===== src/rtl/pet_pkg.sv =====
// Shared widths, bank codes and register map of the PET system bus.
// Modules import it with a wildcard import in their header.
// The host address is a banked 20-bit word. It is read either as a RAM
// offset or as a register bank and index.
package pet_pkg;
    localparam int DATA_WIDTH      = 8;
    localparam int CPU_ADDR_WIDTH  = 16;
    localparam int HOST_ADDR_WIDTH = 20;
    localparam int RAM_ADDR_WIDTH  = 17;
    localparam int KBD_COL_COUNT   = 10;
    localparam int CRTC_REG_COUNT  = 18;

    // Host bank codes, top 3 bits of the host address
    localparam logic [2:0] BANK_RAM  = 3'd0;
    localparam logic [2:0] BANK_KBD  = 3'd1;
    localparam logic [2:0] BANK_CRTC = 3'd2;
    localparam logic [2:0] BANK_REG  = 3'd3;

    // CPU I/O addresses
    localparam logic [CPU_ADDR_WIDTH-1:0] PIA1_BASE = 16'hE810;
    localparam logic [CPU_ADDR_WIDTH-1:0] PIA_PORTA = 16'h0000;
    localparam logic [CPU_ADDR_WIDTH-1:0] PIA_PORTB = 16'h0002;
    localparam logic [CPU_ADDR_WIDTH-1:0] CRTC_ADDR = 16'hE880;
    localparam logic [CPU_ADDR_WIDTH-1:0] CRTC_DATA = 16'hE881;

    // Control bank
    localparam logic [7:0] REG_CPU    = 8'd0;
    localparam logic [7:0] REG_STATUS = 8'd1;

    localparam int REG_CPU_READY_BIT       = 0;
    localparam int REG_CPU_RESET_BIT       = 1;
    localparam int REG_STATUS_CRT_BIT      = 0;
    localparam int REG_STATUS_KEYBOARD_BIT = 1;

    typedef union packed {
        struct packed {
            logic [2:0]                     bank;
            logic [HOST_ADDR_WIDTH-4:0]     offset;
        } ram;
        struct packed {
            logic [2:0] bank;
            logic [8:0] unused;
            logic [7:0] index;
        } regs;
    } host_addr_u;
endpackage

===== src/rtl/keyboard_matrix.sv =====
// Keyboard column bytes, written by the host and scanned by the CPU.
// A CPU write to PIA1 port A selects the column read back on port B.
`timescale 1ns/1ps

module keyboard_matrix import pet_pkg::*; #(
    parameter int KBD_COL_COUNT = pet_pkg::KBD_COL_COUNT,
    localparam int COL_W = $clog2(KBD_COL_COUNT)
) (
    input  logic                  sys_clock_i,
    input  logic                  rst_n_i,
    input  logic                  host_stb_i,
    input  logic                  host_we_i,
    input  logic [COL_W-1:0]      host_col_i,
    input  logic [DATA_WIDTH-1:0] host_wdata_i,
    output logic [DATA_WIDTH-1:0] host_rdata_o,
    input  logic                  sel_stb_i,
    input  logic [3:0]            sel_col_i,
    output logic [DATA_WIDTH-1:0] cpu_rdata_o
);
    logic [DATA_WIDTH-1:0] cols [KBD_COL_COUNT];
    logic [3:0]            sel_q;

    always_ff @(posedge sys_clock_i or negedge rst_n_i) begin
        if (!rst_n_i) begin
            sel_q <= '0;
        end else if (sel_stb_i) begin
            sel_q <= sel_col_i;
        end
    end

    always_ff @(posedge sys_clock_i) begin
        if (host_stb_i && host_we_i && host_col_i < KBD_COL_COUNT) begin
            cols[host_col_i] <= host_wdata_i;
        end
        if (host_stb_i && !host_we_i) begin
            host_rdata_o <= (host_col_i < KBD_COL_COUNT) ? cols[host_col_i] : '0;
        end
        // Selected column is refreshed every cycle, no keys down past the last column
        cpu_rdata_o <= (sel_q < KBD_COL_COUNT) ? cols[sel_q] : '0;
    end

    a_host_col_range: assert property (@(posedge sys_clock_i) disable iff (!rst_n_i)
        host_stb_i && host_we_i |-> host_col_i < KBD_COL_COUNT);
endmodule


===== config.mk =====
export PLATFORM = sky130hd
export DESIGN_NAME = keyboard_matrix
export DESIGN_NICKNAME = d
export VERILOG_FILES = /design/src/rtl/pet_pkg.sv /design/src/rtl/keyboard_matrix.sv
export SDC_FILE = /design/constraint.sdc
export NUM_CORES = 1
export LEC_CHECK = 0
export ABC_CLOCK_PERIOD_IN_PS = 2100
export BUFFER_PORTS_ARGS = -buffer_cell sky130_fd_sc_hd__buf_2
export CAP_MARGIN = 20
export CORE_MARGIN = 4
export CORE_UTILIZATION = 56
export DETAILED_ROUTE_END_ITERATION = 8
export PLACE_DENSITY = 0.73
export SETUP_SLACK_MARGIN = 0.02
export SYNTH_ARGS = -nofsm -noshare
export SYNTH_HDL_FRONTEND = slang
export SYNTH_SLANG_ARGS = --single-unit

===== constraint.sdc =====
create_clock -name sys_clock_i -period 2.1 [get_ports sys_clock_i]
set_input_delay 0.105 -clock sys_clock_i [delete_from_list [all_inputs] [get_ports sys_clock_i]]
set_output_delay 0.105 -clock sys_clock_i [all_outputs]
set_load 0.005 [all_outputs]

### After elaboration in Yosys (flattened, before gate mapping)

Memories as Yosys holds them, arrays and structs flattened. A register that Yosys moved wholly into a read port is not among the register bits.
Index checks and enable logic that the tools add are counted.

* register bits after elaboration: 4
* latch bits: 0
* bits in writable memories: 80
* bits in read-only memories: 0
* input bits: 21
* output and inout port bits: 16
* logic and storage cells: 12
* memories kept: 1

* add/sub/neg operators: 0
* $mul: 0
* div/mod/pow operators: 0
* order comparisons: 2
* equality and inequality tests: 0
* shift-type cells: 0
* multiplexer cells: 2
* bitwise logic cells: 0
* reductions and logical operators: 6

Memory list
* cols: words 10, width 8, rd ports 2, clocked after Yosys merged registers in 2, write ports 1, line keyboard_matrix.sv:20 `logic [DATA_WIDTH-1:0] cols [KBD_COL_COUNT];`

Operators with widths (number)
* $lt 4x4->1 const B: 2
* $logic_and 1x1->1: 3
* $logic_not 1->1: 3
* $mux 1: 2

### Logic depth before layout (Yosys ltp)

* depth after elaboration: 4
* mapped depth: 5
* mapped depth without buffers: 3

### Worst setup path after synthesis

OpenSTA, ideal clock, no wires.

* kind: in2reg
* from: input port host_col_i[0]
* to: memory cols[1][0], enable pin
* library setup time: 0.383 ns
* arrival time: 1.416 ns
* required time: 1.717 ns
* path slack: 0.301 ns
* stages: 5
* buffers on the path: 2
* path through: buf_6 buf_8 inv_1 or3_4 nor3_1

* longest elaborated chain between the ends: 4

Ends and longest elaborated chain
* start, declared: line keyboard_matrix.sv:13 `input logic [COL_W-1:0] host_col_i,`
* $lt 4x4->1: line keyboard_matrix.sv:32 `if (host_stb_i && host_we_i && host_col_i < KBD_COL_COUNT) begin`
* $logic_and 1x1->1: line keyboard_matrix.sv:32
* $mux 1: line keyboard_matrix.sv:32
* $mux 1 (not written as such): line keyboard_matrix.sv:33 `cols[host_col_i] <= host_wdata_i;`
* end, declared: line keyboard_matrix.sv:20

Parallel ways exist; a longest one is shown, timed or not.

### Final worst setup path

* from: register sel_q[3]
* to: register cpu_rdata_o[1] (read register of cols)

* longest elaborated chain between the ends: 2

Ends and longest elaborated chain
* start, declared: line keyboard_matrix.sv:21 `logic [3:0] sel_q;`
* start signal, assigned: line keyboard_matrix.sv:27 `sel_q <= sel_col_i;`
* $lt 4x4->1: line keyboard_matrix.sv:39 `cpu_rdata_o <= (sel_q < KBD_COL_COUNT) ? cols[sel_q] : '0;`
* $logic_not 1->1 (no line)
* end, declared: line keyboard_matrix.sv:18 `output logic [DATA_WIDTH-1:0] cpu_rdata_o`

Parallel ways exist; a longest one is shown, timed or not.
A chain may end at the register's enable or synchronous reset.

==> metrics <==
outcome finished clean; worst setup margin 461 ps; fraction of the mapped netlist area in adder cells 0%; critical path depth 3; Synth Cell Area about 0.0045 mm^2; layout cells sized above 1 around 42%; R2R cell count 3; fmax 0.610 GHz; Slew HR between 50% and 60%; starting density of the core between 50% and 60%; H-tree Lvls 3; clk sinks 100; Seq/Total Area, Yosys about 64%; RSZ-0062 raised after global routing no; first-pass GRT wire length between 15,000 and 20,000 um; r2r setup slk about 460 ps; initial antenna violation count 0; final worst-path cycle share about four fifths; root buffer cell clkbuf_8; final wirelength around 9800 um; CP Capture Type flop; Min-Delay Path Class primary input to flop; drt first pass iters 4; Starting DRT DRC Count 300; Max VDD drop around 0.0004 V; Compound-Gate Fraction of Synth Area 6.02%; CP startpoint sel_q[3]$_DFFE_PN0P_; Worst R2R Start sel_q[3]$_DFFE_PN0P_; Pwr Density roughly 780 mW/mm^2; Final Hold Violating Endpoints 0; Post-Synth XOR/XNOR Area 0%; global placer's final weighted congestion 0.863; Crit path max-delay family simple AND/OR/NAND/NOR gates; mean post-synth cell area between 15 and 20 um^2; Max Slew Vio Count 0; Clock Latency Late Sink 360 ps; Residual DRC 0; Congestion Overflow GR 0; Core Region 0.00781 mm^2; r2r endpoint cpu_rdata_o[1]$_SDFF_PP0_; Area Overhead vs Synth 12.4%; largest net degree at the start of global routing 42; Port Buf Inserts 36; vias in the first global route ~2,600; highest-delay cell along the critical path dfrtp_1; Slew @ Worst Pin a little over 700 ps; Syn Inst Count 289; Setup Buffers After CTS 0; endpoints failing setup 0; CTS tree built; Max Cap Viol 0; Layout Utilization between 60% and 70%; Synthesized Nets 310; Die W around 98 um; # IOs 37; Critical Path Source Type flop; kind of critical path flop to flop; DR WL/cell roughly 22 um; Total GRT Usage between 20% and 30%; maximum fanout along the worst path 10; Worst-path clk slew approximately 90 ps; flops & latches, synth 100; mux cell area share after synthesis a little over a fifth; max incr delay on CP approximately 640 ps; n_diodes 0; Rows 32; CP arrival between 1500 and 2000 ps; placed cell areas between 0.004 and 0.005 mm^2; Synth warnings 0; final instance area about 0.0051 mm^2; Die H just under 100 um; fin nets roughly 360; critical-path cell list nor3b_2 -> nand2_1 -> o31ai_1; post-placement setup slack 356 ps; Setup TNS Final 0 ps; vias approximately 2,700; total power approximately 4.0 mW; die area 0.00960 mm^2; Clock Path Buffers 2; Worst EP required between 2000 and 2500 ps; Synth Area in Simple Gates 5.96%; main combinational cell family by area after synthesis multiplexers; dpl hpwl a little under 7000 um; total CTS buffers 9; vias per std cell between 6 and 7; post-layout min period about 1600 ps; unique cell type count in the Yosys netlist 31; Leak Pwr ~1.8 nW; Worst Setup EP cpu_rdata_o[1]$_SDFF_PP0_; clock skew slightly above 7 ps; Bufs and invs on worst path 0; Final ANT Viol Nets 0
-- placed cells by master (no fill, tap or decap) --
| cell | count |
|---|---|
| inv_1 | 1 |
| dfxtp_1 | 8 |
| dlygate4sd3_1 | 5 |
| a22oi_1 | 7 |
| nor2_1 | 10 |
| nand2_1 | 27 |
| buf_4 | 12 |
| clkinv_1 | 1 |
| mux2i_1 | 2 |
| mux4_1 | 2 |
| buf_12 | 2 |
| clkbuf_8 | 9 |
| clkbuf_1 | 1 |
| bufinv_16 | 2 |
| or3_1 | 3 |
| clkinv_2 | 3 |
| edfxtp_1 | 88 |
| dfrtp_1 | 4 |
| nor3_1 | 2 |
| a41oi_2 | 1 |
| or3_4 | 1 |
| mux4_2 | 6 |
| o31ai_1 | 8 |
| nor2b_1 | 3 |
| nand4_1 | 1 |
| nor3b_2 | 2 |
| mux2_2 | 66 |
| a31oi_1 | 7 |
| buf_2 | 36 |
| nor3_2 | 1 |
| or2_2 | 1 |
| nand2b_1 | 4 |
| o22ai_1 | 16 |
-- area by class of cell --
type,count,area [um^2]
inverter,1,3.75
timing repair buffer,55,360
clock inverter,6,78.8
fill,581,2710
clock buffer,10,128
sequential,100,2900
multi-input combinational,170,1490
tap,102,128
-- state kept, by name (all words and copies together) (netlist names) --
signal / flops
cols: 80
host_rdata_o: 8
cpu_rdata_o: 8
sel_q: 4
-- kinds of logic after synthesis --
group,count (synthesis)
buf+inv,19
flops,100
compound gates,39
simple gates,55
mux,76
-- worst min path at each step --
| stage | to | from | cells past startpoint | slack (ps) |
|---|---|---|---|---|
| after floorplan | sel_q[0]$_DFFE_PN0P_ | rst_n_i | 0 | -190 |
| after global placement | sel_q[1]$_DFFE_PN0P_ | rst_n_i | 1 | -90 |
| after detailed placement | sel_q[2]$_DFFE_PN0P_ | rst_n_i | 1 | -90 |
| after CTS | sel_q[3]$_DFFE_PN0P_ | sel_stb_i | 2 | 40 |
| after global routing | sel_q[2]$_DFFE_PN0P_ | sel_stb_i | 2 | 60 |
| final | sel_q[3]$_DFFE_PN0P_ | sel_stb_i | 2 | 50 |
-- layer usage --
| layer | track usage, % | vias up | wire length (um) |
|---|---|---|---|
| li1 | - | 1231 | - |
| met1 | 32.8 | 1288 | 4500 |
| met2 | 31.1 | 147 | 4370 |
| met3 | 3.57 | 13 | 792 |
| met4 | 6.07 | 0 | 127 |
| met5 | 0 | - | 0 |
-- timing repair --
action,CTS,global route
gates resized for setup,0,0
hold buffers,5,0
hold endpoints to repair,8,0
-- stage by stage --
step,hold slack [ps],cells
floorplan,-191,289
global placement,-89.8,423
detailed placement,-86.0,423
CTS,40.6,444
global route,55.9,444
finish,45.9,444
-- power by group --
part	total, mW	internal, mW	switching, mW	leakage [nW]
Clock	1.28	0.661	0.617	0.107
Combinational	0.432	0.203	0.230	0.737
Sequential	2.25	2.22	0.0306	0.916
Total	3.96	3.09	0.877	1.76
-- Yosys cell counts, drive strengths merged --
cell / instances / area share (%)
edfxtp: 88 / 58
mux2: 66 / 16
nand2: 27 / 2.2
o22ai: 16 / 2.2
buf: 15 / 2.7
nor2: 10 / 0.83
dfxtp: 8 / 3.5
mux4: 8 / 4.1
o31ai: 8 / 1.3
a22oi: 7 / 1.2
a31oi: 7 / 0.97
dfrtp: 4 / 2.2
nand2b: 4 / 0.55
or3: 4 / 0.66
clkbuf: 3 / 0.25
nor2b: 3 / 0.41
nor3: 3 / 0.44
mux2i: 2 / 0.44
nor3b: 2 / 0.55
a41oi: 1 / 0.36
inv: 1 / 0.083
nand4: 1 / 0.14
or2: 1 / 0.14
Power figures use the tool's default switching activity.
