--- src/rtl/pet_pkg.sv ---
// Shared widths, bank codes and register map of the PET system bus.
// Modules import it with a wildcard import in their header.
// The host address is a banked 20-bit word. It is read either as a RAM
// offset or as a register bank and index.
package pet_pkg;
    localparam int DATA_WIDTH      = 8;
    localparam int CPU_ADDR_WIDTH  = 16;
    localparam int HOST_ADDR_WIDTH = 20;
    localparam int RAM_ADDR_WIDTH  = 17;
    localparam int KBD_COL_COUNT   = 10;
    localparam int CRTC_REG_COUNT  = 18;

    // Host bank codes, top 3 bits of the host address
    localparam logic [2:0] BANK_RAM  = 3'd0;
    localparam logic [2:0] BANK_KBD  = 3'd1;
    localparam logic [2:0] BANK_CRTC = 3'd2;
    localparam logic [2:0] BANK_REG  = 3'd3;

    // CPU I/O addresses
    localparam logic [CPU_ADDR_WIDTH-1:0] PIA1_BASE = 16'hE810;
    localparam logic [CPU_ADDR_WIDTH-1:0] PIA_PORTA = 16'h0000;
    localparam logic [CPU_ADDR_WIDTH-1:0] PIA_PORTB = 16'h0002;
    localparam logic [CPU_ADDR_WIDTH-1:0] CRTC_ADDR = 16'hE880;
    localparam logic [CPU_ADDR_WIDTH-1:0] CRTC_DATA = 16'hE881;

    // Control bank
    localparam logic [7:0] REG_CPU    = 8'd0;
    localparam logic [7:0] REG_STATUS = 8'd1;

    localparam int REG_CPU_READY_BIT       = 0;
    localparam int REG_CPU_RESET_BIT       = 1;
    localparam int REG_STATUS_CRT_BIT      = 0;
    localparam int REG_STATUS_KEYBOARD_BIT = 1;

    typedef union packed {
        struct packed {
            logic [2:0]                     bank;
            logic [HOST_ADDR_WIDTH-4:0]     offset;
        } ram;
        struct packed {
            logic [2:0] bank;
            logic [8:0] unused;
            logic [7:0] index;
        } regs;
    } host_addr_u;
endpackage
--- src/rtl/crtc_regs.sv ---
// CRTC address latch and register file. The CPU writes through the
// index/data pair, the host reads and writes registers directly.
`timescale 1ns/1ps

module crtc_regs import pet_pkg::*; #(
    parameter int CRTC_REG_COUNT = pet_pkg::CRTC_REG_COUNT,
    localparam int IDX_W = $clog2(CRTC_REG_COUNT)
) (
    input  logic                  sys_clock_i,
    input  logic                  rst_n_i,
    input  logic                  host_stb_i,
    input  logic                  host_we_i,
    input  logic [IDX_W-1:0]      host_idx_i,
    input  logic [DATA_WIDTH-1:0] host_wdata_i,
    output logic [DATA_WIDTH-1:0] host_rdata_o,
    input  logic                  idx_stb_i,
    input  logic                  data_stb_i,
    input  logic [DATA_WIDTH-1:0] cpu_wdata_i
);
    logic [DATA_WIDTH-1:0] regs [CRTC_REG_COUNT];
    logic [IDX_W-1:0]      idx_q;

    always_ff @(posedge sys_clock_i or negedge rst_n_i) begin
        if (!rst_n_i) begin
            idx_q <= '0;
        end else if (idx_stb_i) begin
            idx_q <= cpu_wdata_i[IDX_W-1:0];
        end
    end

    always_ff @(posedge sys_clock_i) begin
        if (host_stb_i && host_we_i && host_idx_i < CRTC_REG_COUNT) begin
            regs[host_idx_i] <= host_wdata_i;
        end
        // Later assignment, so the CPU wins a collision
        if (data_stb_i && idx_q < CRTC_REG_COUNT) begin
            regs[idx_q] <= cpu_wdata_i;
        end
        if (host_stb_i && !host_we_i) begin
            host_rdata_o <= (host_idx_i < CRTC_REG_COUNT) ? regs[host_idx_i] : '0;
        end
    end
endmodule

--- config.mk ---
export PLATFORM = sky130hd
export DESIGN_NAME = crtc_regs
export DESIGN_NICKNAME = d
export VERILOG_FILES = /design/src/rtl/pet_pkg.sv /design/src/rtl/crtc_regs.sv
export SDC_FILE = /design/constraint.sdc
export NUM_CORES = 1
export LEC_CHECK = 0
export ABC_AREA = 1
export BUFFER_PORTS_ARGS = -buffer_cell sky130_fd_sc_hd__buf_4
export CORE_ASPECT_RATIO = 0.8
export CORE_MARGIN = 2
export CORE_UTILIZATION = 40
export CTS_BUF_LIST = sky130_fd_sc_hd__clkbuf_2 sky130_fd_sc_hd__clkbuf_4 sky130_fd_sc_hd__clkbuf_8
export DETAILED_ROUTE_END_ITERATION = 7
export MAX_ROUTING_LAYER = met4
export PLACE_DENSITY = 0.56
export SLEW_MARGIN = 20
export SYNTH_ARGS = -nofsm -noshare
export SYNTH_HDL_FRONTEND = slang
export SYNTH_SLANG_ARGS = --single-unit
--- constraint.sdc ---
create_clock -name sys_clock_i -period 3 [get_ports sys_clock_i]
set_input_delay 0.75 -clock sys_clock_i [delete_from_list [all_inputs] [get_ports sys_clock_i]]
set_output_delay 0.75 -clock sys_clock_i [all_outputs]
set_load 0.01 [all_outputs]
* Word-level counts from Yosys, hierarchy flattened *
Memories as Yosys holds them, arrays and structs flattened. A register that Yosys moved wholly into a read port is not among the register bits.
Index checks and enable logic that the tools add are counted.

storage, ports and cells
  register bits = 5
  bits in writable memories = 144
  input port bits = 27
  output and inout port bits = 8
  word-level logic and storage cells = 14
  memories kept = 1

operators by class
  magnitude comparators = 2
  mux-type cells = 4
  reduce and logical (&&, ||, !) cells = 6

memory list
  name  depth  width  read ports  clocked after Yosys merged registers in  wr ports  RTL line         source
  regs  18     8      1           1                                        2         crtc_regs.sv:20  logic [DATA_WIDTH-1:0] regs [CRTC_REG_COUNT];

operator list
  kind                  count
  $lt A5 B5 Y1 const B  2
  $logic_and A1 B1 Y1   4
  $mux W1               4
  $logic_not A1 Y1      2

* Logic depth before layout (Yosys ltp) *
  word-level depth = 4
  mapped depth = 12
  gate-level depth less buffers = 9

* Worst setup path before layout *
Ideal clock, no wire load.

  kind = input to register
  from = in host_idx_i[4]
  to = mem regs[12][0] (enable)
  library setup time = 0.384 ns
  arrival time = 2.274 ns
  data required time = 2.616 ns
  setup slack = 0.342 ns
  stages on the path = 4
  path buffers = 1
  path through = clkbuf_1 -> nor3_1 -> inv_1 -> o21ai_0

RTL lines
  item         RTL line         source
  from (decl)  crtc_regs.sv:13  input logic [IDX_W-1:0] host_idx_i,
  to (decl)    crtc_regs.sv:20

==> out/qor_table.md <==
| Stage | Result | Reported |
| --- | --- | --- |
| finish | Number of filler instances in the final layout | 2023 |
| global routing | Gr ovfl total | 0 |
| clock tree | Post-cts gate resize count | 0 |
| clock tree | TritonCTS clock tree | done |
| place | Buffers on Ports | 34 |
| power and ir drop | Sw Pwr | 1.173 mW |
| critical path | Data arrival at the endpoint of the critical path | 2.50 ns |
| timing | Sum of negative setup slack | 0 ns |
| timing | Slew at the pin with the worst max-slew slack | 0.7740 ns |
| finish | Layout overhead on the synthesized area | 12.26% |
| power and ir drop | Share of total power consumed by net switching | 25.58% |
| yosys | Ys Warns | 0 |
| critical path | Slowest stage delay, CP | 0.40 ns |
| floorplanning | Number of top-level pins | 35 |
| clock tree | Cts-stage hold buffer count | 0 |
| critical path | Most used cell along the critical path | sky130_fd_sc_hd__nand2_1 |
| power and ir drop | Logic gate share of total power | 10.8% |
| global routing | Overall routing resource usage | 25.31% |
| yosys | Netlist area before placement | 0.008167 mm^2 |
| drt | DRC | 0 |
| critical path | WP buf/inv | 2 |
| floorplanning | Overall die width | 163.8 um |
| critical path | Req. time, crit path | 3.17 ns |
| power and ir drop | Total power density per cell area | 500.3 mW/mm^2 |
| clock tree | Sink Count | 157 |
| finish | N_diodes | 0 |
| timing | Setup-failing EPs final | 0 |
| clock tree | Clock-pin slew on the worst setup and hold paths | 0.09 ns |
| timing | Worst hold margin | 0.07025 ns |
| clock tree | Number of CTS-inserted buffers | 17 |
| timing | Maximum clock skew at final layout | 0.01362 ns |
| yosys | Fraction of the yosys area taken by sequential cells | 57.42% |
| critical path | Worst path slowest cell | sky130_fd_sc_hd__nand2_1 |
| global routing | Maximum number of pins on one net before global-route repair | 36 |
| critical path | Critical path class | register to register |
| floorplanning | Number of placement rows | 46 |
| finish | Layout cell share with drive strength beyond 1 | 10.86% |
| finish | Share of the core filled with cells in the final layout | 46.04% |
| drt | TritonRoute pass-1 iters | 5 |
| floorplanning | Core footprint | 0.01991 mm^2 |
| critical path | Setup crit end kind | register |
| timing | Unrepaired setup endpoints after global routing | no |
| drt | Number of vias after detailed routing | 6775 |
| finish | Commonest non-fill, non-tap cell in the layout | sky130_fd_sc_hd__nand2_1 |
| global routing | Initial antenna violation count | 0 |
| global routing | Wire length of the first global-routing pass | 38970 um |
| yosys | Synthesized flop and latch total | 157 |
| status | Status | finished clean |
| power and ir drop | Static Leak | 3.761 nW |
| drt | Initial detailed-routing violation count | 711 |
| place | Gpl congestion | 0.9018 |
| finish | Commonest non-fill, non-tap cells in the layout | 474 x sky130_fd_sc_hd__nand2_1, 165 x sky130_fd_sc_hd__o21ai_0, 152 x sky130_fd_sc_hd__edfxtp_1, 73 x sky130_fd_sc_hd__buf_4, 51 x sky130_fd_sc_hd__nor2_1 |
| timing | Count of final max-slew check failures | 0 |
| critical path | Kind of launch point of the worst setup path | register |
| place | Area after DPL | 0.008771 mm^2 |
| yosys | Synthesized net count | 1010 |
| timing | Maximum clock frequency | 0.4285 GHz |
| job | Maximum Capacitance Violations | 0 |
| floorplanning | Die height | 131.8 um |
| power and ir drop | Sequential power share | 53.5% |
| clock tree | Post-CTS Setup Inserts | 0 |
| worst hold path | Hold Path Class | primary input to asynchronous set/reset pin |
| critical path | Kind of cell adding the most delay to the critical path | simple AND/OR/NAND/NOR gates |
| power and ir drop | Worst ir drop on vdd | 254.6 uV |
| finish | Final #Nets | 1045 |
| critical path | Worst-path fanout max | 17 |
| floorplanning | Total Die Area | 0.02158 mm^2 |
| clock tree | Root cell of the clock tree | sky130_fd_sc_hd__clkbuf_8 |
| clock tree | Largest buffer count on any clock path | 2 |
| timing | Minimum clock period after layout | 2.334 ns |
| yosys | Post-synthesis cell count | 983 |
| timing | Final Hold Fails | 0 |
| timing | Worst slew margin relative to its limit | 48.21% |
| drt | Wire length per cell after detailed routing | 19.68 um |
| power and ir drop | Internal power | 3.413 mW |
| yosys | Synth unique cells | 21 |
| timing | Period utilization | 77.80% |
| clock tree | Clock insertion delay at the later pin of the skew report | 0.46 ns |
| critical path | Sequence of cells on the critical path | inv_1, nand2_1, o21ai_2, nand2_1, nor2_1, nand2_1, o21ai_0, buf_4 |
| global routing | Via count of the first global-routing pass | 6586 |
| place | Placed wire-length estimate after detailed placement | 17800 um |
| drt | Routed wire length | 25480 um |
| yosys | Mean area per synthesized cell | 8.308 um^2 |
| clock tree | CTS H-tree lvls | 4 |
| floorplanning | Initial core utilization | 41.01% |
| drt | Number of nets with antenna violations after routing | 0 |
| finish | Post-route cell area | 0.009168 mm^2 |
| drt | Average via count per standard cell | 5.232 |
| power and ir drop | Clk pwr share | 35.7% |
cell families after synthesis:
kind of cell    count (synthesis)  synth area share, %
compound gates                175                10.92
simple gates                  557                26.20
buf+inv                        94                5.454
flops                         157                57.42
state kept, by name (all words and copies together), names as in the netlist:
signal	cells
host_rdata_o	8
idx_q	5
regs	144
synth_stat cells:
library cell               number  area share, %
sky130_fd_sc_hd__nand3b_2       1           0.14
sky130_fd_sc_hd__nor3_1         7           0.43
sky130_fd_sc_hd__dfrtp_1        5            1.5
sky130_fd_sc_hd__buf_4          3           0.28
sky130_fd_sc_hd__a21oi_1        1          0.061
sky130_fd_sc_hd__buf_1          4           0.18
sky130_fd_sc_hd__edfxtp_1     152             56
sky130_fd_sc_hd__clkbuf_2       6           0.37
sky130_fd_sc_hd__o22ai_1        7           0.54
sky130_fd_sc_hd__clkinv_1       2          0.092
sky130_fd_sc_hd__buf_6          8            1.1
sky130_fd_sc_hd__o21ai_2        1           0.11
sky130_fd_sc_hd__clkbuf_1      27            1.2
sky130_fd_sc_hd__o21ai_0      165             10
sky130_fd_sc_hd__inv_1         33            1.5
sky130_fd_sc_hd__nor2_2         2           0.15
sky130_fd_sc_hd__a21oi_2        1           0.11
sky130_fd_sc_hd__buf_2         11           0.67
sky130_fd_sc_hd__nand2_1      474             22
sky130_fd_sc_hd__nor2_1        51            2.3
sky130_fd_sc_hd__nand3_1       22            1.3
per-stage QoR:
step / std cells / power [mW] / setup WS, ns
floorplan: 983 / 2.786 / 0.3422
global route: 1295 / 4.742 / 0.4229
finish: 1295 / 4.586 / 0.6662
global placement: 1263 / 2.987 / 0.6153
CTS: 1295 / 4.595 / 0.7146
detailed placement: 1263 / 2.990 / 0.6184
area by class of cell:
type | instances | area [um^2] | area share (%)
clock inverter | 13 | 147.6 | 1.610
clock buffer | 19 | 249.0 | 2.716
inverter | 35 | 131.4 | 1.433
sequential | 157 | 4690 | 51.15
timing repair buffer | 75 | 588.1 | 6.415
tap | 264 | 330.3 | 3.603
multi-input combinational | 732 | 3032 | 33.07
metal layers:
metal | GRT usage, % | share of wire, % | vias up
met3 | 4.750 | 8.8 | 54
met4 | 9.113 | 2.5 | 0
met1 | 35.77 | 45 | 3087
met5 | - | 0 | -
met2 | 36.39 | 44 | 330
li1 | - | - | 3304
worst paths after layout:
check	from	endpoint	slack (ns)	depth (start not counted)
worst max-delay path	idx_q[2]	regs[0][3]	0.67	8
worst min-delay path	rst_n_i	idx_q[4]	0.07	1
worst max register to register	idx_q[2]	regs[0][3]	0.67	8
worst min register to register	idx_q[0]	idx_q[0]	0.60	2
max in group asynchronous	rst_n_i	idx_q[0]	2.82	1
min in group sys_clock_i	idx_stb_i	idx_q[4]	0.53	2
power groups by stage:
| stage | Combinational [mW] | Clock (mW) | Sequential (mW) |
|---|---|---|---|
| 2_1_floorplan | 0.284 | 0 | 2.50 |
| 3_3_place_gp | 0.484 | 0 | 2.50 |
| 3_5_place_dp | 0.487 | 0 | 2.50 |
| 4_1_cts | 0.489 | 1.65 | 2.45 |
| 5_1_grt | 0.546 | 1.74 | 2.46 |
| 6_report | 0.494 | 1.64 | 2.45 |
Power figures use the tool's default switching activity.
