--- src/rtl/pet_pkg.sv ---
// Shared widths, bank codes and register map of the PET system bus.
// Modules import it with a wildcard import in their header.
// The host address is a banked 20-bit word. It is read either as a RAM
// offset or as a register bank and index.
package pet_pkg;
    localparam int DATA_WIDTH      = 8;
    localparam int CPU_ADDR_WIDTH  = 16;
    localparam int HOST_ADDR_WIDTH = 20;
    localparam int RAM_ADDR_WIDTH  = 17;
    localparam int KBD_COL_COUNT   = 10;
    localparam int CRTC_REG_COUNT  = 18;

    // Host bank codes, top 3 bits of the host address
    localparam logic [2:0] BANK_RAM  = 3'd0;
    localparam logic [2:0] BANK_KBD  = 3'd1;
    localparam logic [2:0] BANK_CRTC = 3'd2;
    localparam logic [2:0] BANK_REG  = 3'd3;

    // CPU I/O addresses
    localparam logic [CPU_ADDR_WIDTH-1:0] PIA1_BASE = 16'hE810;
    localparam logic [CPU_ADDR_WIDTH-1:0] PIA_PORTA = 16'h0000;
    localparam logic [CPU_ADDR_WIDTH-1:0] PIA_PORTB = 16'h0002;
    localparam logic [CPU_ADDR_WIDTH-1:0] CRTC_ADDR = 16'hE880;
    localparam logic [CPU_ADDR_WIDTH-1:0] CRTC_DATA = 16'hE881;

    // Control bank
    localparam logic [7:0] REG_CPU    = 8'd0;
    localparam logic [7:0] REG_STATUS = 8'd1;

    localparam int REG_CPU_READY_BIT       = 0;
    localparam int REG_CPU_RESET_BIT       = 1;
    localparam int REG_STATUS_CRT_BIT      = 0;
    localparam int REG_STATUS_KEYBOARD_BIT = 1;

    typedef union packed {
        struct packed {
            logic [2:0]                     bank;
            logic [HOST_ADDR_WIDTH-4:0]     offset;
        } ram;
        struct packed {
            logic [2:0] bank;
            logic [8:0] unused;
            logic [7:0] index;
        } regs;
    } host_addr_u;
endpackage
--- src/rtl/cpu_port.sv ---
// CPU side decoder. All writes land in RAM; PIA1 and CRTC addresses also
// strobe the keyboard latch and CRTC file. Read data follows one cycle later.
`timescale 1ns/1ps

module cpu_port import pet_pkg::*; #(
    parameter int RAM_ADDR_WIDTH = pet_pkg::RAM_ADDR_WIDTH
) (
    input  logic                      sys_clock_i,
    input  logic                      rst_n_i,
    input  logic                      cpu_stb_i,
    input  logic                      cpu_we_i,
    input  logic [CPU_ADDR_WIDTH-1:0] cpu_addr_i,
    input  logic [DATA_WIDTH-1:0]     cpu_wdata_i,
    output logic                      ram_stb_o,
    output logic                      ram_we_o,
    output logic [RAM_ADDR_WIDTH-1:0] ram_addr_o,
    output logic [DATA_WIDTH-1:0]     ram_wdata_o,
    output logic                      kbd_sel_stb_o,
    output logic                      crtc_idx_stb_o,
    output logic                      crtc_data_stb_o,
    input  logic [DATA_WIDTH-1:0]     ram_rdata_i,
    input  logic [DATA_WIDTH-1:0]     kbd_rdata_i,
    output logic [DATA_WIDTH-1:0]     cpu_rdata_o
);
    typedef enum logic [1:0] {SRC_RAM, SRC_KBD, SRC_ZERO} src_e;

    logic hit_porta, hit_portb, hit_crtc_a, hit_crtc_d, rd;
    src_e src_q;

    assign hit_porta  = cpu_addr_i == PIA1_BASE + PIA_PORTA;
    assign hit_portb  = cpu_addr_i == PIA1_BASE + PIA_PORTB;
    assign hit_crtc_a = cpu_addr_i == CRTC_ADDR;
    assign hit_crtc_d = cpu_addr_i == CRTC_DATA;
    assign rd         = cpu_stb_i && !cpu_we_i;

    // Intercepted reads leave RAM alone
    assign ram_stb_o   = cpu_stb_i && (cpu_we_i || !(hit_portb || hit_crtc_a || hit_crtc_d));
    assign ram_we_o    = cpu_we_i;
    assign ram_addr_o  = RAM_ADDR_WIDTH'(cpu_addr_i);
    assign ram_wdata_o = cpu_wdata_i;

    assign kbd_sel_stb_o   = cpu_stb_i && cpu_we_i && hit_porta;
    assign crtc_idx_stb_o  = cpu_stb_i && cpu_we_i && hit_crtc_a;
    assign crtc_data_stb_o = cpu_stb_i && cpu_we_i && hit_crtc_d;

    always_ff @(posedge sys_clock_i or negedge rst_n_i) begin
        if (!rst_n_i) begin
            src_q <= SRC_ZERO;
        end else if (rd) begin
            if (hit_portb) src_q <= SRC_KBD;
            else if (hit_crtc_a || hit_crtc_d) src_q <= SRC_ZERO;
            else src_q <= SRC_RAM;
        end
    end

    assign cpu_rdata_o = (src_q == SRC_RAM) ? ram_rdata_i :
                         (src_q == SRC_KBD) ? kbd_rdata_i : '0;

    a_one_intercept: assert property (@(posedge sys_clock_i) disable iff (!rst_n_i)
        $onehot0({kbd_sel_stb_o, rd && hit_portb, crtc_idx_stb_o, crtc_data_stb_o,
                  rd && (hit_crtc_a || hit_crtc_d)}));
endmodule

--- config.mk ---
export PLATFORM = sky130hd
export DESIGN_NAME = cpu_port
export DESIGN_NICKNAME = d
export VERILOG_FILES = /design/src/rtl/pet_pkg.sv /design/src/rtl/cpu_port.sv
export SDC_FILE = /design/constraint.sdc
export NUM_CORES = 1
export LEC_CHECK = 0
export ABC_AREA = 1
export BUFFER_PORTS_ARGS = -buffer_cell sky130_fd_sc_hd__buf_2
export CAP_MARGIN = 10
export CORE_MARGIN = 1.5
export CORE_UTILIZATION = 33
export CTS_BUF_LIST = sky130_fd_sc_hd__clkbuf_8
export DETAILED_ROUTE_END_ITERATION = 10
export HOLD_SLACK_MARGIN = 0.12
export PLACE_DENSITY = 0.79
export SLEW_MARGIN = 20
export SYNTH_ARGS = -nofsm -noshare
export SYNTH_HDL_FRONTEND = slang
export SYNTH_SLANG_ARGS = --single-unit
--- constraint.sdc ---
create_clock -name sys_clock_i -period 1.3 [get_ports sys_clock_i]
set_input_delay 0.13 -clock sys_clock_i [delete_from_list [all_inputs] [get_ports sys_clock_i]]
set_output_delay 0.13 -clock sys_clock_i [all_outputs]
set_load 0.02 [all_outputs]
==> Word level (Yosys, flattened, before mapping) <==
Cells that the tools add are included.
{ "totals": {"regBits": 2, "input_bits": 44, "out_inout_bits": 38, "wordCells": 23} }
{ "classes": {"n_eq_ne": 5, "n_mux": 4, "n_reduce_logical": 13} }
{ "ops": {"columns": ["cell", "count"], "rows": [
  ["16-bit == test, second input constant", 4],
  ["8-bit two-way mux", 2],
  ["1-bit logical AND", 6],
  ["1-bit logical OR", 4],
  ["2-bit two-way mux", 2],
  ["2-bit by 1-bit == test with 1-bit output, second input constant", 1],
  ["1-bit zero test", 2],
  ["2-bit zero test", 1]
]} }

==> Logic depth before layout (Yosys ltp) <==
{ "logic_depth": {"word_depth": 6, "ltp_mapped": 8, "ltp_nobuf": 8} }

==> Worst setup path after synthesis <==
OpenSTA, ideal clock, no wires.
{ "synth_timing": {"kind": "register to output", "start": "register src_q[0]", "end": "output port cpu_rdata_o[0]", "arrival_time_ns": 1.072, "required_ns": 1.170, "slack_ns": 0.098, "path_stages_with_launch": 5, "n_path_buf": 2, "cell_sequence": "dfrtp_1 -> buf_6 -> or2_1 -> buf_6 -> o21ai_2"} }
{ "synth_via": {"elab_chain_len": 3, "elab_cells_between_ends": 4, "cone_classes": "1 x eq/ne; 2 x mux; 1 x reduce/logical"} }
{ "synth_lines": {"columns": ["item", "line", "source"], "rows": [
  ["start: declaration", "cpu_port.sv:28", "src_e src_q;"],
  ["start signal: assignment", "cpu_port.sv:48", "src_q <= SRC_ZERO;"],
  ["start signal: assignment", "cpu_port.sv:50", "if (hit_portb) src_q <= SRC_KBD;"],
  ["start signal: assignment", "cpu_port.sv:51", "else if (hit_crtc_a || hit_crtc_d) src_q <= SRC_ZERO;"],
  ["2-bit by 1-bit == test with 1-bit output", "cpu_port.sv:57", "(src_q == SRC_KBD) ? kbd_rdata_i : '0;"],
  ["8-bit two-way mux", "cpu_port.sv:57", null],
  ["8-bit two-way mux *", "cpu_port.sv:56", "assign cpu_rdata_o = (src_q == SRC_RAM) ? ram_rdata_i :"],
  ["end: declaration", "cpu_port.sv:23", "output logic [DATA_WIDTH-1:0] cpu_rdata_o"]
]} }
Every way passes the cells marked *; elsewhere a longest branch is shown, timed or not.

==> Worst setup path after layout <==
{ "layout_timing": {"start": "register src_q[1]", "end": "output port cpu_rdata_o[1]"} }
The elaborated chain is that of the path after synthesis.

==> qor.yml <==
drt_iter0_drc: 3
critical-path-max-stage-delay_ns: 0.36
synth_top_family_by_area: "buffers and inverters"
synth_area_per_cell_sq_um: 5.62
post_drt_via_cell_ratio: 3.96
peakVddDrop_mv: 0.200
gr-usage-all-layers_pct: 13.4
gpl.final_weighted_congestion: 0.734
placement_row_count: 15
setup_ws_ns: -0.0709
registers.top_by_ff_count: "src_q"
clock-sinks: 2
critical_path.slowest_cell: "sky130_fd_sc_hd__dfstp_2"
flow.area_growth_from_synthesis_pct: 40.6
number_of_buffers_inserted_to_repair_setup_after_cts: 0
postSynth.asyncResetShare_pct: 100
synth_fa_ha_area_share_pct: 0
clock_path_buffers: 2
antenna_left: 0
synth_compound_gate_area_share_pct: 10.8
synth_enable_flop_cells: 0
ys_seq_area_share_pct: 7.93
insertion_delay_ns: 0.21
share_of_final_layout_standard_cells_stronger_than_drive_strength_1_pct: 49.4
critPathKind: "flip-flop to output pin"
detail_route.wl_per_cell_um: 8.62
fill_cells: 182
timing.final.max_slew_violations: 0
grt_setup_unrepaired: "true"
die_height_um: 47.3
ys_warn_count: 0
numCtsBuffers: 3
core-area_sq_um: 1780
clk_transition_reported_paths_ns: 0.03
critical_path.startpoint_type: "flip-flop"
final-hold-violation-count: 0
synth_flop_cell: "sky130_fd_sc_hd__dfstp_2"
synth_common_cells: "26 x sky130_fd_sc_hd__buf_4, 26 x sky130_fd_sc_hd__inv_1, 26 x sky130_fd_sc_hd__nand2_1, 12 x sky130_fd_sc_hd__nor2_1"
yosys.cell_types.count: 13
dieWidth_um: 47.3
static-leakage-power_uw: 0.000578
largest_register_ff_count: 2
outcome: "finished, violations left"
first_pass_iters: 4
cp_cell_sequence: "or2_1 -> buf_12 -> o21ai_2 -> buf_6"
synth_mux_area_share_pct: 0
worst_path_dominant_cell_family: "flip-flops"
worst_hold_path_type: "input pin to async pin"
layout.nets: 203
preCtsSetupSlack_ns: 0.146
detailedPlacementHpwl_um: 1340
drc: 0
die-area_sq_um: 2230
post_synth_inst_count: 115
post-route-period-util_pct: 105
number_of_cells_on_the_worst_reg_to_reg_path: 3
worst_clock_skew_ns: 0
worst_ep_arrival_time_ns: 1.24
failed_checks: "negative setup slack"
diodes: 0
critical_path_cell_count: 4
timing.critical_path.fanout_max: 8
register_bit_count_reported_by_yosys: 2
io_buffers: 64
cp-end-kind: "output pin"
timing.critical_path.required_ns: 1.17
max_clock_freq_ghz: 0.729
worst-r2r-setup-slack_ns: 0.55
number_of_global_route_vias_before_repair: 582
power_per_cell_area_nw_per_um2: 592
mappedNetlistNets: 159
mappedNetlistArea_sq_um: 647
post_synth_xor_area_fraction_pct: 0
postRouteWirelength_um: 1580
max_cap_violations: 0
worst_setup_path_startpoint: "src_q[1]"
antenna_found_initial: 0
finalCriticalPeriod_ns: 1.37
largest_area_contributor_in_the_synthesized_netlist: "sky130_fd_sc_hd__buf_4"
capturing_point_of_the_worst_reg2reg_path: "src_q[0]"
critical_path.n_buffers_inverters: 2
cts_tree: "yes"
count_of_final_setup_violators: 8
ioPinCount: 82
synth_simple_gate_area_share_pct: 31.9
wire_length_of_the_first_global_routing_pass_um: 2040
total_power_uw: 538
synthDominantCellAreaShare_pct: 30.2
timing.rr.start: "src_q[0]"
post_synth_main_area_contributors: "sky130_fd_sc_hd__buf_4 30%, sky130_fd_sc_hd__inv_1 15%, sky130_fd_sc_hd__nand2_1 15%"
pin_count_of_the_biggest_net_entering_global_routing: 10
cts.root.buffer_cell: "sky130_fd_sc_hd__clkbuf_8"
start_util_pct: 36.3
overflow_after_grt: 0
registers_with_the_most_flip_flops: "src_q (2)"
vias: 725
critical_path.endpoint: "cpu_rdata_o[1]"
cts_max_level: 1
## cell families (layout without fill, tap and decap cells)
family	Yosys count	after routing
AND/OR/NAND/NOR	50	50
other	1	1
AO/OA/AOI/OAI	8	8
flip-flops	2	2
buffers and inverters	54	97
## layout make-up
type	count	area (sq um)	share of cell area [%]
sequential	2	51.3	5.64
clock inverter	1	3.75	0.413
multi-input combinational	59	280	30.8
clock buffer	3	41.3	4.54
tap	25	31.3	3.44
timing repair buffer	67	404	44.4
inverter	26	97.6	10.7
## worst min-delay path by stage
stage | from | depth (start not counted) | slack, ns | endpoint
2_1_floorplan | rst_n_i | 0 | -0.17 | src_q[0]
3_3_place_gp | rst_n_i | 1 | -0.09 | src_q[0]
3_5_place_dp | rst_n_i | 1 | -0.08 | src_q[0]
4_1_cts | rst_n_i | 2 | 0.25 | src_q[0]
5_1_grt | rst_n_i | 2 | 0.24 | src_q[0]
6_report | rst_n_i | 2 | 0.24 | src_q[0]
## routing by layer
layer / share of wire [%] / GRT usage, %
met5: 0 / 0
met4: 0.51 / 7.22
met2: 52 / 27.6
met3: 12 / 3.85
met1: 36 / 10.9
## cell usage in the layout (no fill, tap or decap)
cell,netlist,routed
sky130_fd_sc_hd__or2_1,1,1
sky130_fd_sc_hd__dfstp_2,1,1
sky130_fd_sc_hd__nand3_1,8,8
sky130_fd_sc_hd__nand2_1,26,26
sky130_fd_sc_hd__buf_6,2,7
sky130_fd_sc_hd__nand4_1,2,2
sky130_fd_sc_hd__clkbuf_8,0,3
sky130_fd_sc_hd__inv_1,26,27
sky130_fd_sc_hd__buf_12,0,1
sky130_fd_sc_hd__buf_4,26,2
sky130_fd_sc_hd__nor3_1,1,1
sky130_fd_sc_hd__buf_2,0,56
sky130_fd_sc_hd__o21ai_2,8,8
sky130_fd_sc_hd__conb_1,1,1
sky130_fd_sc_hd__nor2_1,12,12
sky130_fd_sc_hd__dfrtp_1,1,1
sky130_fd_sc_hd__dlygate4sd3_1,0,1
## what timing repair did
item                                    in CTS  in global routing
pin swaps                                    1                  0
hold buffers                                 1                  0
endpoints found under the setup margin       8                  8
resized for setup                            9                  6
hold endpoints to repair                     2                  0
## where the power goes
group | switching [uW] | internal (uW)
clock | 50.4 | 200
sequential | 0.00197 | 62.9
combinational | 123 | 102
## through the flow
step	hold slack, ns	util [%]	TNS, ns	area, sq um	instances
2_1_floorplan	-0.166	-	0	647	115
3_3_place_gp	-0.0853	45.3	0	808	178
3_5_place_dp	-0.0788	45.3	0	808	178
4_1_cts	0.247	49.8	-0.445	887	183
5_1_grt	0.242	51.0	-0.838	910	183
6_report	0.244	51.0	-0.443	910	183
Power figures use the tool's default switching activity.
