$ cat config.mk
export PLATFORM = sky130hd
export DESIGN_NAME = control_regs
export DESIGN_NICKNAME = d
export VERILOG_FILES = /design/src/rtl/pet_pkg.sv /design/src/rtl/control_regs.sv
export SDC_FILE = /design/constraint.sdc
export NUM_CORES = 1
export LEC_CHECK = 0
export BUFFER_PORTS_ARGS = -buffer_cell sky130_fd_sc_hd__buf_2
export CORE_AREA = 8 8 45 47
export CTS_BUF_LIST = sky130_fd_sc_hd__clkbuf_2
export DETAILED_ROUTE_END_ITERATION = 16
export DIE_AREA = 0 0 53 55
export GPL_TIMING_DRIVEN = 1
export HOLD_SLACK_MARGIN = 0.12
export PLACE_DENSITY = 0.49
export SLEW_MARGIN = 20
export SYNTH_ARGS = -nofsm -noshare
export SYNTH_HDL_FRONTEND = slang
export SYNTH_SLANG_ARGS = --single-unit
$ cat constraint.sdc
create_clock -name sys_clock_i -period 1.35 [get_ports sys_clock_i]
set_input_delay 0.3375 -clock sys_clock_i [delete_from_list [all_inputs] [get_ports sys_clock_i]]
set_output_delay 0.3375 -clock sys_clock_i [all_outputs]
set_load 0.03 [all_outputs]
$ cat src/rtl/pet_pkg.sv
// Shared widths, bank codes and register map of the PET system bus.
// Modules import it with a wildcard import in their header.
// The host address is a banked 20-bit word. It is read either as a RAM
// offset or as a register bank and index.
package pet_pkg;
    localparam int DATA_WIDTH      = 8;
    localparam int CPU_ADDR_WIDTH  = 16;
    localparam int HOST_ADDR_WIDTH = 20;
    localparam int RAM_ADDR_WIDTH  = 17;
    localparam int KBD_COL_COUNT   = 10;
    localparam int CRTC_REG_COUNT  = 18;

    // Host bank codes, top 3 bits of the host address
    localparam logic [2:0] BANK_RAM  = 3'd0;
    localparam logic [2:0] BANK_KBD  = 3'd1;
    localparam logic [2:0] BANK_CRTC = 3'd2;
    localparam logic [2:0] BANK_REG  = 3'd3;

    // CPU I/O addresses
    localparam logic [CPU_ADDR_WIDTH-1:0] PIA1_BASE = 16'hE810;
    localparam logic [CPU_ADDR_WIDTH-1:0] PIA_PORTA = 16'h0000;
    localparam logic [CPU_ADDR_WIDTH-1:0] PIA_PORTB = 16'h0002;
    localparam logic [CPU_ADDR_WIDTH-1:0] CRTC_ADDR = 16'hE880;
    localparam logic [CPU_ADDR_WIDTH-1:0] CRTC_DATA = 16'hE881;

    // Control bank
    localparam logic [7:0] REG_CPU    = 8'd0;
    localparam logic [7:0] REG_STATUS = 8'd1;

    localparam int REG_CPU_READY_BIT       = 0;
    localparam int REG_CPU_RESET_BIT       = 1;
    localparam int REG_STATUS_CRT_BIT      = 0;
    localparam int REG_STATUS_KEYBOARD_BIT = 1;

    typedef union packed {
        struct packed {
            logic [2:0]                     bank;
            logic [HOST_ADDR_WIDTH-4:0]     offset;
        } ram;
        struct packed {
            logic [2:0] bank;
            logic [8:0] unused;
            logic [7:0] index;
        } regs;
    } host_addr_u;
endpackage
$ cat src/rtl/control_regs.sv
// Host control bank. REG_CPU drives the CPU reset and ready lines,
// REG_STATUS reports the board configuration inputs.
`timescale 1ns/1ps

module control_regs import pet_pkg::*; (
    input  logic                  sys_clock_i,
    input  logic                  rst_n_i,
    input  logic                  stb_i,
    input  logic                  we_i,
    input  logic [7:0]            idx_i,
    input  logic [DATA_WIDTH-1:0] wdata_i,
    output logic [DATA_WIDTH-1:0] rdata_o,
    input  logic                  cfg_crt_i,
    input  logic                  cfg_keyboard_i,
    output logic                  cpu_reset_n_o,
    output logic                  cpu_ready_o
);
    logic reset_q, ready_q;

    // CPU held in reset and not ready out of power-on
    always_ff @(posedge sys_clock_i or negedge rst_n_i) begin
        if (!rst_n_i) begin
            reset_q <= 1'b1;
            ready_q <= 1'b0;
        end else if (stb_i && we_i && idx_i == REG_CPU) begin
            reset_q <= wdata_i[REG_CPU_RESET_BIT];
            ready_q <= wdata_i[REG_CPU_READY_BIT];
        end
    end

    always_ff @(posedge sys_clock_i) begin
        if (stb_i && !we_i) begin
            rdata_o <= '0;
            if (idx_i == REG_CPU) begin
                rdata_o[REG_CPU_RESET_BIT] <= reset_q;
                rdata_o[REG_CPU_READY_BIT] <= ready_q;
            end else if (idx_i == REG_STATUS) begin
                rdata_o[REG_STATUS_CRT_BIT]      <= cfg_crt_i;
                rdata_o[REG_STATUS_KEYBOARD_BIT] <= cfg_keyboard_i;
            end
        end
    end

    assign cpu_reset_n_o = !reset_q;
    assign cpu_ready_o   = ready_q;
endmodule

**Yosys cells after proc, flatten, opt, wreduce, memory -nomap -nowiden**

Cells that the tools add are included.

- Reduce and logical (&&, ||, !) cells: 6
- Eq/ne operators: 1
- Multiplexer cells: 2

Operator list:

| kind | number |
|---|---|
| $eq A8 B1 Y1 const B | 1 |
| $logic_not A8 Y1 | 1 |
| $mux W2 | 2 |
| $logic_and A1 B1 Y1 | 3 |
| $logic_not A1 Y1 | 2 |

- Logic and storage cells: 12
- Bits of input ports: 22
- Output and inout bits: 10
- Flip-flop bits (word level): 4

**Depth between registers and ports, before layout**

Gate-level depths: netlist of the first run.

- Word-level depth: 3
- Mapped depth: 3
- Gate-level depth less buffers: 3

**Least setup slack after synthesis of the first run**

OpenSTA, ideal clock, no wires.

- Path kind: in2reg
- Start: input port idx_i[2]
- End: register ready_q (netlist: cpu_ready_o)
- Path slack: 0.203 ns
- Setup time: 0.125 ns
- Stages on the path: 3
- Arrival: 1.023 ns
- Data required time: 1.225 ns
- Path buffers: 0
- Path through: nor4_4 -> nand4_1 -> mux2_2

- Cells in the longest elaborated chain, start to end: 2

Ends and longest elaborated chain:

| element | line | source |
|---|---|---|
| start, declared | control_regs.sv:10 | `input logic [7:0] idx_i,` |
| $logic_not A8 Y1 | control_regs.sv:25 | `end else if (stb_i && we_i && idx_i == REG_CPU) begin` |
| $logic_and A1 B1 Y1 | control_regs.sv:25 |  |
| end signal, assigned | control_regs.sv:27 | `ready_q <= wdata_i[REG_CPU_READY_BIT];` |
| end, declared | control_regs.sv:18 | `logic reset_q, ready_q;` |

No other way between the ends.
A chain may end at the register's enable or synchronous reset.

**Final worst setup path of the first run**

- Start: register reset_q
- End: output port cpu_reset_n_o

- Cells in the longest elaborated chain, start to end: 1

Ends and longest elaborated chain:

| element | line | source |
|---|---|---|
| start, declared | control_regs.sv:18 |  |
| start signal, assigned | control_regs.sv:26 | `reset_q <= wdata_i[REG_CPU_RESET_BIT];` |
| $logic_not A1 Y1 | control_regs.sv:44 | `assign cpu_reset_n_o = !reset_q;` |
| end, declared | control_regs.sv:15 | `output logic cpu_reset_n_o,` |

No other way between the ends.

==> metrics.md, run 1 <==
| Metric | Value |
|---|---|
| Router iterations before antenna repair | `2` |
| Reg-to-reg slack, setup | `0.56 ns` |
| Sequential power share | `38.8%` |
| Peak VDD IR | `289 uV` |
| Endpoints failing setup | `0` |
| R2r worst-path depth | `2` |
| GRT Overall Usage | `5.42%` |
| Post-Syn Instances | `24` |
| I/O pin count | `32` |
| Yosys cell types | `14` |
| Worst Setup End Kind | `primary output` |
| Setup tns final | `0 ns` |
| Post-CTS Setup Inserts | `0` |
| Chip width | `53 um` |
| Clock Path Buffers | `2` |
| Clock Pin Slew Worst Setup and Hold Paths | `0.04 ns` |
| Vias in the first global route | `270` |
| Core area | `1380 um^2` |
| WP data required | `1.01 ns` |
| FP Rows | `14` |
| P_int | `240 uW` |
| Clock Tree Root | `clkbuf_2` |
| DR DRC count | `0` |
| Yosys reg bits | `4` |
| RR Startpoint | `cpu_ready_o` |
| Clk_lat worst skew | `0.22 ns` |
| Crit path max fanout | `3` |
| Outcome | `complete, no violations` |
| Final critical-path share of the clock period | `93.7%` |
| Power Density | `916 nW/um^2` |
| RSZ-0062 raised after global routing | `no` |
| First-pass GRT wire length | `1060 um` |
| Fin. Hold Viols | `0` |
| Comb power frac | `22.1%` |
| Max_cap viols | `0` |
| Total CTS buffers | `3` |
| N_diodes | `0` |
| Routed wire length | `684 um` |
| Antenna violations before repair | `0` |
| Final antenna-violating net count | `0` |
| Data arrival, critical path | `0.93 ns` |
| Die Ht | `55 um` |
| Sw frac | `31.4%` |
| Layout cells sized above 1 | `57.4%` |
| Critical Setup Path Class | `flop to primary output` |
| Final #Nets | `70` |
| CP Launch Type | `flop` |
| Critical R2R Capture | `rdata_o[0]` |
| Clock sink count | `4` |
| HPWL Detailed | `617 um` |
| Mean Syn Cell Area | `10.9 um^2` |
| Slew Limit Fails | `0` |
| Hold Path Class | `input port to flop` |
| Sequential-to-total area share from yosys stat | `42.4%` |
| Vias per inst | `3.57` |
| Via Count | `225` |
| Post-Synthesis Cell Area | `263 um^2` |
| Static Leak | `0.187 nW` |
| Area Overhead vs Synth | `45.2%` |
| Net switching power | `110 uW` |
| Number of DRC markers in iteration 0 | `1` |
| Routed WL per cell | `10.9 um` |
| Max Fclk | `791 MHz` |
| Hold Crit Depth | `2` |
| Largest net degree at the start of global routing | `4` |
| Yosys warns | `0` |
| Post-cts sizing count | `0` |
| H-tree depth | `1` |
| Beginning of the worst hold path | `wdata_i[0]` |
| Clk pwr share | `39.1%` |
| Minimum clock period | `1.26 ns` |
| CTS tree | `yes` |
| Final Skew | `0.0193 ns` |
| Initial core utilization | `19.0%` |
| RD Place Congestion | `0.589` |
| Grt total ovfl | `0` |
| Die footprint | `2920 um^2` |
| Worst Hold End | `cpu_ready_o` |
| Port Buffers | `19` |
| Hold Slack | `0.364 ns` |
[power by group through the flow]
stage | Sequential [mW] | Combinational [mW] | Clock (mW)
after global placement | 0.137 | 0.0748 | 0
final | 0.136 | 0.0774 | 0.137
after CTS | 0.136 | 0.0776 | 0.144
after detailed placement | 0.138 | 0.0753 | 0
after floorplan | 0.146 | 0.0476 | 0
after global routing | 0.136 | 0.0833 | 0.161
[cells in the mapped netlist, drive strengths merged]
library cell,count,area (um^2)
buf,6,45.0
conb,1,3.75
dfrtp,1,25.0
dfstp,1,26.3
edfxtp,2,60.1
inv,1,3.75
mux2,2,22.5
mux2i,2,20.0
nand2,1,3.75
nand4,1,6.26
nor2,2,7.51
nor2b,2,12.5
nor3,1,5.00
nor4,1,21.3
[stage by stage]
stage          worst slack (ns)  instances  cell area [um^2]  util, %  power (mW)
2_1_floorplan             0.203         29               282        -       0.194
3_3_place_gp           -0.00180         58               352     25.4       0.212
3_5_place_dp            -0.0177         58               352     25.4       0.213
4_1_cts                  0.0639         63               382     27.6       0.357
5_1_grt                 0.00713         63               382     27.6       0.381
6_report                 0.0852         63               382     27.6       0.349
[layout make-up]
class	count	area, um^2
multi-input cells	18	121
repair buffers	20	105
inverters	1	3.75
flip-flops and latches	4	111
fillers	156	1000
well taps	16	20.0
clock buffers	4	20.0
[how the worst max path moves through the flow]
stage | startpoint | end | depth (start not counted)
CTS | reset_q | cpu_reset_n_o | 2
finish | reset_q | cpu_reset_n_o | 2
floorplan | idx_i[2] | cpu_ready_o | 3
global route | reset_q | cpu_reset_n_o | 2
global placement | idx_i[2] | cpu_ready_o | 4
detailed placement | idx_i[2] | cpu_ready_o | 4
[flip-flops by register name, summed over array words and instances (netlist names)]
| name | count |
|---|---|
| cpu_ready_o | 1 |
| rdata_o | 2 |
| reset_q | 1 |
[layout by cell type, fill, tap and decap left out]
master / count
mux2i_1: 2
dfstp_2: 1
inv_1: 1
mux2_2: 2
nand4_1: 1
dfrtp_1: 1
nor4_4: 1
dlygate4sd3_1: 1
nor2_1: 2
conb_1: 6
nor3_1: 1
clkbuf_2: 4
buf_2: 19
nor2b_1: 2
edfxtp_1: 2
nand2_1: 1
[cells by family after synthesis]
logic type / after synthesis / share of synthesized area [%]
buf+inv: 7 / 18.6
flops: 4 / 42.4
other cells: 1 / 1.43
mux: 4 / 16.2
simple gates: 8 / 21.4
[critical path, stage by stage, from the launching register on]
cell and delay (ns):
dfstp_2 0.53, inv_1 0.03, buf_2 0.16
[timing repair]
| item | 4_1_cts | 5_1_grt |
|---|---|---|
| setup endpoints to repair | 0 | 0 |
| endpoints found under the hold margin | 2 | 0 |
| hold buffers | 1 | 0 |
[metal layers]
metal  up-vias  track usage (%)  wire length, um
met1        97             3.51              203
met3         0             6.15              114
met4         0             1.29                0
met2        14             9.77              366
met5         -                0                0
li1        114                -                -
Power figures use the tool's default switching activity.
==> run 2: changes to the inputs <==
Settings changed: ABC_AREA from default to 1, PLACE_DENSITY 0.49 to 0.51.
==> run 2 against run 1 <==
Compared with the run above:
- die area stayed put
- synthesized cell count is 67% higher
- routed wire length is 9.5% higher
- fmax is 1.3% lower
- flip-flop and latch count stayed put
- register-to-register slack hardly changed
- design area is 4.6% higher
- core utilization is 1.3 points higher
- combinational power is 2.7% lower
- synthesized area is 6.7% higher
- final cell count is 25% higher
- via count is 24% higher
- largest cell class unchanged
==> metrics.md, run 2 <==
| Metric | Value |
|---|---|
| Routed WL per cell | `9.48 um (-13%)` |
| GRT Overall Usage | `6.02% (+0.61 points)` |
| Final Skew | `0.000155 ns (-0.0191 ns)` |
| Most numerous cell in the Yosys netlist | `nand2_1` |
| Beginning of the worst hold path | `wdata_i[1]` |
| Outcome | `complete, no violations` |
| First-pass GRT wire length | `1240 um (+16%)` |
| Max reg flops | `2 (unchanged)` |
| Vias per inst | `3.54 (-0.76%)` |
| Commonest non-fill, non-tap cell in the layout | `buf_2` |
| Post-cts sizing count | `0 (unchanged)` |
| Most frequent cells after synthesis | `nand2_1 (12), buf_4 (6), inv_1 (5), nor2_1 (5), nand3_1 (4)` |
| Crit path max fanout | `3 (unchanged)` |
| Data arrival, critical path | `0.94 ns (about the same)` |
| H-tree depth | `1 (unchanged)` |
| Port Buffers | `19 (unchanged)` |
| Post-Synthesis Cell Area | `280 um^2 (+6.7%)` |
| Router iterations before antenna repair | `3 (+1)` |
| Total Power | `354 uW (+1.3%)` |
| Crit path max-delay family | `flip-flops` |
| Worst Hold End | `reset_q` |
| Top cells by area, synth | `edfxtp_1 (21%), buf_4 (16%), nand2_1 (16%)` |
| Via Count | `280 (+24%)` |
| Peak VDD IR | `355 uV (+23%)` |
| WP data required | `1.01 ns (about the same)` |
| Crit-path cells | `inv_1 -> buf_2` |
| Max_cap viols | `0 (unchanged)` |
| Initial core utilization | `20.3% (+1.3 points)` |
| Slew Limit Fails | `0 (unchanged)` |
| Post-Syn Instances | `40 (+67%)` |
| FFs w/ async S/R, synth | `50.0% (unchanged)` |
| Layout cells sized above 1 | `41.3% (-16 points)` |
| Die Ht | `55 um (unchanged)` |
| Grt total ovfl | `0 (unchanged)` |
| Worst path bufs/invs | `2 (unchanged)` |
| Post-synth top area cell | `edfxtp_1` |
| Minimum clock period | `1.28 ns (+0.0172 ns)` |
| Yosys cell types | `12 (-2)` |
| RR Startpoint | `reset_q` |
| Yosys reg bits | `4 (unchanged)` |
| Vias in the first global route | `334 (+24%)` |
| CTS tree | `yes` |
| Final critical-path share of the clock period | `95.0% (+1.3 points)` |
| Critical Setup Path Class | `flop to primary output` |
| RD Place Congestion | `0.653 (+11%)` |
| Number of DRC markers in iteration 0 | `5 (+4)` |
| CP peak stage delay | `0.54 ns (about the same)` |
| Reg-to-reg slack, setup | `0.57 ns (about the same)` |
| CP Launch Type | `flop` |
| Clock Path Buffers | `2 (unchanged)` |
| R2r worst-path depth | `2 (unchanged)` |
| Final #Nets | `86 (+23%)` |
| Yosys top cell area share | `21.4% (-1.4 points)` |
| Placed cells | `74 (+28%)` |
| Chip width | `53 um (unchanged)` |
| Post-CTS Setup Inserts | `0 (unchanged)` |
| Routed wire length | `749 um (+9.5%)` |
| Hold Crit Depth | `3 (+1)` |
| Clock sink count | `4 (unchanged)` |
| Mean Syn Cell Area | `7.01 um^2 (-36%)` |
| Die footprint | `2920 um^2 (unchanged)` |
| RSZ-0062 raised after global routing | `no` |
| Clk_lat worst skew | `0.22 ns (about the same)` |
| Hold Path Class | `input port to flop` |
| N_diodes | `0 (unchanged)` |
| Yosys warns | `0 (unchanged)` |
| Max Fclk | `780 MHz (-1.3%)` |
| Power Density | `887 nW/um^2 (-3.2%)` |
| Setup tns final | `0 ns (unchanged)` |
| Fin. Hold Viols | `0 (unchanged)` |
| Antenna violations before repair | `0 (unchanged)` |
| Clock Pin Slew Worst Setup and Hold Paths | `0.05 ns (about the same)` |
| Sequential-to-total area share from yosys stat | `39.7% (-2.6 points)` |
| I/O pin count | `32 (unchanged)` |
| Critical R2R Capture | `rdata_o[1]` |
| Core area | `1380 um^2 (unchanged)` |
| Static Leak | `0.233 nW (+24%)` |
| Post-synth EDFFs | `2 (unchanged)` |
| Crit-path slowest cell | `dfstp_2` |
| Clock Tree Root | `clkbuf_2` |
| FP Rows | `14 (unchanged)` |
| DR DRC count | `0 (unchanged)` |
| HPWL Detailed | `651 um (+5.5%)` |
| Total CTS buffers | `3 (unchanged)` |
| Final antenna-violating net count | `0 (unchanged)` |
| Reg with most FFs | `rdata_o` |
| Worst Setup End Kind | `primary output` |
| Area Overhead vs Synth | `42.4%` |
| Largest net degree at the start of global routing | `6 (+2)` |
| Most used flip-flop cell after synthesis | `edfxtp_1` |
| Non-Filler Instances | `79 (+25%)` |
| Most frequent cells in the layout | `buf_2 (19), nand2_1 (12), conb_1 (6)` |
| Endpoints failing setup | `0 (unchanged)` |
==> run 2: report_power, final <==
group          switching, mW  internal [mW]  total, mW
combinational         0.0505         0.0248     0.0753
clock                 0.0646         0.0785      0.143
sequential           0.00197          0.134      0.135
total                  0.117          0.237      0.354
==> run 2: worst max-delay path by stage <==
stage | from | to | cells after the start
floorplan | reset_q | cpu_reset_n_o | 1
global placement | idx_i[7] | cpu_ready_o | 7
detailed placement | idx_i[5] | cpu_ready_o | 7
CTS | reset_q | cpu_reset_n_o | 2
global route | reset_q | cpu_reset_n_o | 2
finish | reset_q | cpu_reset_n_o | 2
==> run 2: what timing repair did <==
item,CTS,global route
endpoints found under the hold margin,2,0
hold buffers,1,0
setup endpoints to repair,0,0
==> run 2: worst min-delay path, stage by stage <==
cell and delay [ns]:
buf_2 0.10, nand3_1 0.07, nand2_1 0.05
==> run 2: final cells by class <==
type / count / area, um^2
multi-input cells: 30 / 124
inverters: 5 / 18.8
fillers: 167 / 985
well taps: 16 / 20.0
clock buffers: 4 / 20.0
flip-flops and latches: 4 / 111
repair buffers: 20 / 105
==> run 2: logic make-up after synthesis <==
logic type	count (synthesis)	share of synthesized area [%]
buffers and inverters	11	22.8
flip-flops	4	39.7
other	1	1.34
AND/OR/NAND/NOR	24	36.2
==> run 2: metal layers <==
metal / routed length [um] / global-route usage, %
met4: 0 / 3.88
met3: 94 / 4.28
met1: 278 / 5.20
met5: 0 / 0
met2: 376 / 9.96
==> run 2: stage by stage <==
step | hold slack (ns) | worst slack (ns) | utilization (%) | instance area [um^2]
floorplan | 0.0419 | 0.373 | - | 299
global placement | 0.124 | 0.226 | 26.7 | 369
detailed placement | 0.125 | 0.231 | 26.7 | 369
CTS | 0.338 | 0.0505 | 28.8 | 399
global route | 0.350 | 0.00478 | 28.8 | 399
finish | 0.351 | 0.0680 | 28.8 | 399
